`src/logic/ic_pkg.sv`:
```
`default_nettype none

package ic_pkg;

  // ==========================================================================
  // message field widths
  // ==========================================================================

  localparam int ADDR_W = 4;
  localparam int DATA_W = 16;

  // crossbar control width is log2 of inputs times outputs for a 2x2 crossbar
  localparam int CTRL_W = $clog2(2 * 2);

  // ==========================================================================
  // message types
  // ==========================================================================

  typedef logic [DATA_W-1:0] data_t;

  // address-tagged message, used on the input and the tagged output
  typedef struct packed {
    logic [ADDR_W-1:0] addr;
    data_t             data;
  } msg_t;

  // router addresses, doubling as output tags
  typedef enum logic [ADDR_W-1:0] {
    // crossbar input 0 and tag of crossbar output 0
    PORT_INJECT_A = ADDR_W'(0),
    // crossbar control register
    PORT_XBAR_CFG = ADDR_W'(1),
    // crossbar input 1 and tag of crossbar output 1
    PORT_INJECT_B = ADDR_W'(2),
    // loopback through the fifo
    PORT_LOOPBACK = ADDR_W'(9)
  } port_e;

endpackage

`default_nettype wire

```
`src/logic/msg_router.sv`:
```
`default_nettype none

module msg_router (
  input  wire logic                        in_val_i,
  input  wire ic_pkg::msg_t                in_msg_i,
  output      logic                        in_rdy_o,

  // shared payload to all destinations
  output      ic_pkg::data_t               data_o,

  output      logic                        inj_a_val_o,
  input  wire logic                        inj_a_rdy_i,
  output      logic                        inj_b_val_o,
  input  wire logic                        inj_b_rdy_i,
  output      logic                        lb_val_o,
  input  wire logic                        lb_rdy_i,

  // crossbar configuration write
  output      logic                        cfg_we_o,
  output      logic [ic_pkg::CTRL_W-1:0]   cfg_ctrl_o
);

  assign data_o     = in_msg_i.data;
  assign cfg_ctrl_o = in_msg_i.data[ic_pkg::CTRL_W-1:0];

  // address decode raises at most one destination val
  always_comb begin
    inj_a_val_o = 1'b0;
    inj_b_val_o = 1'b0;
    lb_val_o    = 1'b0;
    cfg_we_o    = 1'b0;
    // config and unknown addresses are always taken
    in_rdy_o    = 1'b1;
    case (in_msg_i.addr)
      ic_pkg::PORT_INJECT_A: begin
        inj_a_val_o = in_val_i;
        in_rdy_o    = inj_a_rdy_i;
      end
      ic_pkg::PORT_INJECT_B: begin
        inj_b_val_o = in_val_i;
        in_rdy_o    = inj_b_rdy_i;
      end
      ic_pkg::PORT_LOOPBACK: begin
        lb_val_o = in_val_i;
        in_rdy_o = lb_rdy_i;
      end
      ic_pkg::PORT_XBAR_CFG: begin
        cfg_we_o = in_val_i;
      end
      default: begin
        // unused address is dropped
        in_rdy_o = 1'b1;
      end
    endcase
  end

endmodule

`default_nettype wire

```
`src/logic/blocking_xbar.sv`:
```
`default_nettype none

module blocking_xbar (
  input  wire logic                        clk,
  input  wire logic                        reset_i,

  input  wire logic                        cfg_we_i,
  input  wire logic [ic_pkg::CTRL_W-1:0]   cfg_ctrl_i,

  input  wire logic                        in0_val_i,
  input  wire ic_pkg::data_t               in0_data_i,
  output      logic                        in0_rdy_o,
  input  wire logic                        in1_val_i,
  input  wire ic_pkg::data_t               in1_data_i,
  output      logic                        in1_rdy_o,

  output      logic                        out0_val_o,
  output      ic_pkg::data_t               out0_data_o,
  input  wire logic                        out0_rdy_i,
  output      logic                        out1_val_o,
  output      ic_pkg::data_t               out1_data_o,
  input  wire logic                        out1_rdy_i
);

  logic [ic_pkg::CTRL_W-1:0] ctrl_q;
  logic                      sel_in;
  logic                      sel_out;
  logic                      path_val;
  logic                      path_rdy;
  ic_pkg::data_t             path_data;

  // ==========================================================================
  // control register
  // ==========================================================================

  // resets to input 0 driving output 0
  always_ff @(posedge clk) begin
    if (reset_i) begin
      ctrl_q <= '0;
    end else if (cfg_we_i) begin
      ctrl_q <= cfg_ctrl_i;
    end
  end

  // upper bit picks input, lower bit picks output
  assign sel_in  = ctrl_q[1];
  assign sel_out = ctrl_q[0];

  // ==========================================================================
  // single open path
  // ==========================================================================

  assign path_val  = sel_in ? in1_val_i  : in0_val_i;
  assign path_data = sel_in ? in1_data_i : in0_data_i;
  assign path_rdy  = sel_out ? out1_rdy_i : out0_rdy_i;

  // blocked input never sees rdy
  assign in0_rdy_o = !sel_in && path_rdy;
  assign in1_rdy_o = sel_in && path_rdy;

  // blocked output never shows val
  assign out0_val_o  = !sel_out && path_val;
  assign out1_val_o  = sel_out && path_val;
  assign out0_data_o = path_data;
  assign out1_data_o = path_data;

endmodule

`default_nettype wire

```
`src/logic/msg_fifo.sv`:
```
`default_nettype none

module msg_fifo #(
  parameter int FIFO_DEPTH = 4
) (
  input  wire logic          clk,
  input  wire logic          reset_i,

  input  wire logic          in_val_i,
  input  wire ic_pkg::data_t in_data_i,
  output      logic          in_rdy_o,

  output      logic          out_val_o,
  output      ic_pkg::data_t out_data_o,
  input  wire logic          out_rdy_i
);

  localparam int PTR_W = $clog2(FIFO_DEPTH);
  localparam int CNT_W = PTR_W + 1;

  ic_pkg::data_t    mem [FIFO_DEPTH];
  logic [PTR_W-1:0] wr_ptr;
  logic [PTR_W-1:0] rd_ptr;
  logic [CNT_W-1:0] count;
  logic             full;
  logic             enq;
  logic             deq;

  assign full = (count == CNT_W'(FIFO_DEPTH));

  // a full fifo still takes data when the head leaves this cycle
  assign in_rdy_o   = !full || out_rdy_i;
  assign out_val_o  = (count != '0);
  assign out_data_o = mem[rd_ptr];

  assign enq = in_val_i && in_rdy_o;
  assign deq = out_val_o && out_rdy_i;

  // storage
  always_ff @(posedge clk) begin
    if (enq) begin
      mem[wr_ptr] <= in_data_i;
    end
  end

  // pointers wrap on their own with a power of two depth
  always_ff @(posedge clk) begin
    if (reset_i) begin
      wr_ptr <= '0;
      rd_ptr <= '0;
      count  <= '0;
    end else begin
      if (enq) begin
        wr_ptr <= wr_ptr + PTR_W'(1);
      end
      if (deq) begin
        rd_ptr <= rd_ptr + PTR_W'(1);
      end
      case ({enq, deq})
        2'b10:   count <= count + CNT_W'(1);
        2'b01:   count <= count - CNT_W'(1);
        default: count <= count;
      endcase
    end
  end

endmodule

`default_nettype wire

```
`src/logic/prio_arbiter.sv`:
```
`default_nettype none

module prio_arbiter (
  // crossbar output 0 has the highest priority
  input  wire logic          req0_val_i,
  input  wire ic_pkg::data_t req0_data_i,
  output      logic          req0_rdy_o,
  // crossbar output 1
  input  wire logic          req1_val_i,
  input  wire ic_pkg::data_t req1_data_i,
  output      logic          req1_rdy_o,
  // loopback fifo has the lowest priority
  input  wire logic          req2_val_i,
  input  wire ic_pkg::data_t req2_data_i,
  output      logic          req2_rdy_o,

  output      logic          out_val_o,
  output      ic_pkg::msg_t  out_msg_o,
  input  wire logic          out_rdy_i
);

  logic [2:0] grant;

  // fixed priority where the lowest index wins
  always_comb begin
    grant = 3'b000;
    if (req0_val_i) begin
      grant = 3'b001;
    end else if (req1_val_i) begin
      grant = 3'b010;
    end else if (req2_val_i) begin
      grant = 3'b100;
    end
  end

  assign req0_rdy_o = grant[0] && out_rdy_i;
  assign req1_rdy_o = grant[1] && out_rdy_i;
  assign req2_rdy_o = grant[2] && out_rdy_i;

  assign out_val_o = |grant;

  // tag each message with the port it came from
  always_comb begin
    out_msg_o.addr = ic_pkg::PORT_LOOPBACK;
    out_msg_o.data = req2_data_i;
    if (grant[0]) begin
      out_msg_o.addr = ic_pkg::PORT_INJECT_A;
      out_msg_o.data = req0_data_i;
    end else if (grant[1]) begin
      out_msg_o.addr = ic_pkg::PORT_INJECT_B;
      out_msg_o.data = req1_data_i;
    end
  end

endmodule

`default_nettype wire

```
`src/logic/interconnect_top.sv`:
```
`default_nettype none

module interconnect_top #(
  parameter int FIFO_DEPTH = 4
) (
  input  wire logic         clk,
  input  wire logic         reset_i,

  input  wire logic         in_val_i,
  input  wire ic_pkg::msg_t in_msg_i,
  output      logic         in_rdy_o,

  output      logic         out_val_o,
  output      ic_pkg::msg_t out_msg_o,
  input  wire logic         out_rdy_i
);

  // ==========================================================================
  // router to destinations
  // ==========================================================================

  ic_pkg::data_t             rt_data;
  logic                      inj_a_val;
  logic                      inj_a_rdy;
  logic                      inj_b_val;
  logic                      inj_b_rdy;
  logic                      lb_val;
  logic                      lb_rdy;
  logic                      cfg_we;
  logic [ic_pkg::CTRL_W-1:0] cfg_ctrl;

  // ==========================================================================
  // sources into the arbiter
  // ==========================================================================

  logic          x0_val;
  ic_pkg::data_t x0_data;
  logic          x0_rdy;
  logic          x1_val;
  ic_pkg::data_t x1_data;
  logic          x1_rdy;
  logic          fifo_val;
  ic_pkg::data_t fifo_data;
  logic          fifo_rdy;

  msg_router router (
    .in_val_i    (in_val_i),
    .in_msg_i    (in_msg_i),
    .in_rdy_o    (in_rdy_o),
    .data_o      (rt_data),
    .inj_a_val_o (inj_a_val),
    .inj_a_rdy_i (inj_a_rdy),
    .inj_b_val_o (inj_b_val),
    .inj_b_rdy_i (inj_b_rdy),
    .lb_val_o    (lb_val),
    .lb_rdy_i    (lb_rdy),
    .cfg_we_o    (cfg_we),
    .cfg_ctrl_o  (cfg_ctrl)
  );

  // inject a on input 0, inject b on input 1
  blocking_xbar xbar (
    .clk         (clk),
    .reset_i     (reset_i),
    .cfg_we_i    (cfg_we),
    .cfg_ctrl_i  (cfg_ctrl),
    .in0_val_i   (inj_a_val),
    .in0_data_i  (rt_data),
    .in0_rdy_o   (inj_a_rdy),
    .in1_val_i   (inj_b_val),
    .in1_data_i  (rt_data),
    .in1_rdy_o   (inj_b_rdy),
    .out0_val_o  (x0_val),
    .out0_data_o (x0_data),
    .out0_rdy_i  (x0_rdy),
    .out1_val_o  (x1_val),
    .out1_data_o (x1_data),
    .out1_rdy_i  (x1_rdy)
  );

  // loopback buffer
  msg_fifo #(
    .FIFO_DEPTH (FIFO_DEPTH)
  ) lb_fifo (
    .clk        (clk),
    .reset_i    (reset_i),
    .in_val_i   (lb_val),
    .in_data_i  (rt_data),
    .in_rdy_o   (lb_rdy),
    .out_val_o  (fifo_val),
    .out_data_o (fifo_data),
    .out_rdy_i  (fifo_rdy)
  );

  prio_arbiter arbiter (
    .req0_val_i  (x0_val),
    .req0_data_i (x0_data),
    .req0_rdy_o  (x0_rdy),
    .req1_val_i  (x1_val),
    .req1_data_i (x1_data),
    .req1_rdy_o  (x1_rdy),
    .req2_val_i  (fifo_val),
    .req2_data_i (fifo_data),
    .req2_rdy_o  (fifo_rdy),
    .out_val_o   (out_val_o),
    .out_msg_o   (out_msg_o),
    .out_rdy_i   (out_rdy_i)
  );

endmodule

`default_nettype wire

```
`config.mk`:
```
export PLATFORM = sky130hd
export DESIGN_NAME = interconnect_top
export DESIGN_NICKNAME = d
export VERILOG_FILES = /design/src/logic/ic_pkg.sv /design/src/logic/msg_router.sv /design/src/logic/blocking_xbar.sv /design/src/logic/msg_fifo.sv /design/src/logic/prio_arbiter.sv /design/src/logic/interconnect_top.sv
export SDC_FILE = /design/constraint.sdc
export NUM_CORES = 1
export LEC_CHECK = 0
export ABC_AREA = 1
export BUFFER_PORTS_ARGS = -buffer_cell sky130_fd_sc_hd__buf_4
export CELL_PAD_IN_SITES_DETAIL_PLACEMENT = 1
export CELL_PAD_IN_SITES_GLOBAL_PLACEMENT = 2
export CORE_UTILIZATION = 38
export CTS_BUF_LIST = sky130_fd_sc_hd__clkbuf_2
export DETAILED_ROUTE_END_ITERATION = 12
export PLACE_DENSITY_LB_ADDON = 0.1
export SLEW_MARGIN = 5
export SYNTH_ARGS = -nofsm -noshare
export SYNTH_HDL_FRONTEND = slang
export SYNTH_SLANG_ARGS = --single-unit
```
`constraint.sdc`:
```
create_clock -name clk -period 2.72 [get_ports clk]
set_clock_uncertainty 0.1 [all_clocks]
set_input_delay 0.544 -clock clk [delete_from_list [all_inputs] [get_ports clk]]
set_output_delay 0.544 -clock clk [all_outputs]
set_load 0.005 [all_outputs]
```
==> results.toml <==
[yosys]
synth-main-ff-cell = "edfxtp_1"
synth_edf_count = 64
syn_area_mm2 = 0.00326
ys_seq_area_frac = 0.657
syn_area_per_cell_um2 = 10.7
netlist_instances = 304
ys_types = 23
synth_nets = 334
ys_async_sr_fraction = 0
ys_ff_latch = 75
ys.warnings.count = 0

[grt]
grt_max_degree = 33
grt-ovfl-total = 0
grt_pass1_vias = 2378
antenna_found_initial = 0
grt.total_usage = 0.176
grt_pass1_wl_um = 11400

[power_and_ir_drop]
peakVddDrop_v = 0.000280
p_clk_frac = 0.301
p_int_mw = 1.54
p_leak_nw = 1.46
seq_power_share = 0.622
comb_power_share = 0.077
p_switching_mw = 0.482
power_mw = 2.02
power.share.switching = 0.238
cellPowerDensity_mw_per_mm2 = 520

[drt]
wl_per_cell_um = 15.8
ant_nets = 0
initialDrtViolationCount = 63
via_count = 2363
routed_wl_um = 7440
drc = 0
drtPass1Iterations = 4
viasPerCell = 5.03

[critical_path]
critPathLaunchType = "flip-flop"
cp_max_fo = 32
cp_slowest_cell = "dfxtp_2"
critPathMostFrequentCell = "nor2_1"
cp.required_ns = 2.08
reg2reg_setup_slack_ns = 0.45
path_class = "reg2out"
cp-end-kind = "output pin"
arrival_ns = 1.89
path_cells = "buf_6, nor2_1, nor2_1, o21ai_0, a31oi_1, buf_4"
slowest_delay_ns = 0.46

[placement]
routabilityCongestion = 0.729
dp_hpwl_um = 4790
dpl.cell_count = 452
port_buffers = 44

[clock_network]
root_buffer = "clkbuf_2"
cts_hold_buf = 0
clk_path_buf_depth = 2
clk_pin_slew_ns = 0.20
cts_tree = "built"
worstSkewPairLatency_ns = 0.48
numCtsBuffers = 9
h-tree-depth = 3
clock_sinks = 75

[floorplanning]
die_height_um = 94.6
die-area_mm2 = 0.00895
start_util = 0.395
die_x_um = 94.6
pin_count = 46
num_rows = 33
design.core.area_mm2 = 0.00826

[sta]
tightest_slew_ns = 0.626
final_max_slew_viol_count = 0
setup_viol = 0
slew-limit-headroom = 0.583
fin_tns_setup_ns = 0
rsz0062_at_grt = "no"
final_hold_viol_count = 0
fmax_mhz = 394
fin_crit_ns = 2.54
min_period_over_period = 0.933

[layout]
final_common_cell = "nor2_1"
final_nets = 390
antenna_cells = 0
final_cells = 470
layout_common_cells = "nor2_1, edfxtp_1, buf_4, o21ai_0, inv_1"
area_growth_pct = 19.3
drive_above_1_share = 0.230

[outcome]
status = "completed"

[flow_run]
max-cap-violations = 0

[hold_path]
hp-class = "in2reg"
[sequential cells by signal, indices dropped and copies added, names as in the netlist, named ones only]
name	count
lb_fifo.mem	64
lb_fifo.count	3
lb_fifo.rd_ptr	2
lb_fifo.wr_ptr	2
xbar.ctrl_q	2
[cell families (layout without fill, tap and decap cells)]
kind of cell             count (synthesis)  count (layout)  share of synthesized area
flip-flops                              75              75                      0.657
other                                    1               1                    0.00115
AO/OA/AOI/OAI                           65              65                      0.106
XOR/XNOR                                 1               1                    0.00269
buffers and inverters                   38              99                     0.0576
AND/OR/NAND/NOR                        118             118                      0.150
adder cells (fa/ha/maj)                  6               6                     0.0253
[through the flow]
stage | hold WS [ns] | worst slack (ns) | area [µm²] | utilization
finish | 0.114 | 0.182 | 3890 | 0.471
global placement | 0.353 | 0.166 | 3730 | 0.451
floorplan | 0.329 | 0.266 | 3260 | -
detailed placement | 0.362 | 0.0809 | 3730 | 0.451
CTS | 0.0742 | 0.0189 | 3880 | 0.470
global route | 0.0692 | 0.000857 | 3890 | 0.471
[worst paths after layout]
check / depth (start not counted) / end / start
worst max-delay path: 6 / out_msg_o[0] / flip-flop
worst min-delay path: 2 / flip-flop / reset_i
worst min register to register: 2 / xbar.ctrl_q[0] / xbar.ctrl_q[0]
worst max register to register: 15 / lb_fifo.count[2] / xbar.ctrl_q[1]
[power groups by stage]
stage | clock [mW] | combinational, mW | sequential, mW
after floorplan | 0 | 0.0706 | 1.28
after global placement | 0 | 0.149 | 1.28
after detailed placement | 0 | 0.152 | 1.28
after CTS | 0.630 | 0.158 | 1.26
after global routing | 0.665 | 0.173 | 1.26
final | 0.609 | 0.155 | 1.26
[cell type report]
cell class,count,area [µm²]
Inverter,22,86.3
Clock buffer,10,50.0
Sequential cell,75,2140
Timing Repair Buffer,60,474
Tap cell,105,131
Multi-Input combinational cell,191,928
Timing Repair inverter,1,7.51
Clock inverter,6,66.3
Fill cell,948,4370
[cell usage after synthesis (2+ instances only)]
cell type / instances / area, µm²
nor2_1: 93 / 349
edfxtp_1: 64 / 1920
o21ai_0: 38 / 190
inv_1: 22 / 82.6
a31oi_1: 16 / 100
a21oi_1: 11 / 55.1
dfxtp_1: 11 / 220
nand2_1: 11 / 41.3
buf_2: 6 / 30.0
nand3_1: 6 / 30.0
ha_1: 5 / 62.6
buf_6: 4 / 45.0
clkbuf_1: 4 / 15.0
buf_4: 2 / 15.0
nand2_2: 2 / 12.5
nand4_1: 2 / 12.5
[repair_timing]
item / CTS / global route
resized for setup: 3 / 3
setup buffers: 1 / 0
pin swaps: 0 / 0
setup endpoints to repair: 16 / 13
gates cloned: 1 / 0
[metal layers]
layer,part of all wire,global-route usage,wire length (µm),vias to the layer above
met2,0.50,0.315,3700,31
met3,0.026,0.0322,194,7
met5,0,0,0,-
li1,-,-,-,1154
met1,0.47,0.208,3460,1171
met4,0.011,0.0720,85,0
[critical path, delay by kind of cell, from the launching register on]
family,cells,cell delay (ns)
AOI/OAI and AO/OA,2,0.33
buffers and inverters,2,0.42
DFF,1,0.46
and+or+nand+nor,2,0.19
Power figures use the tool's default switching activity.
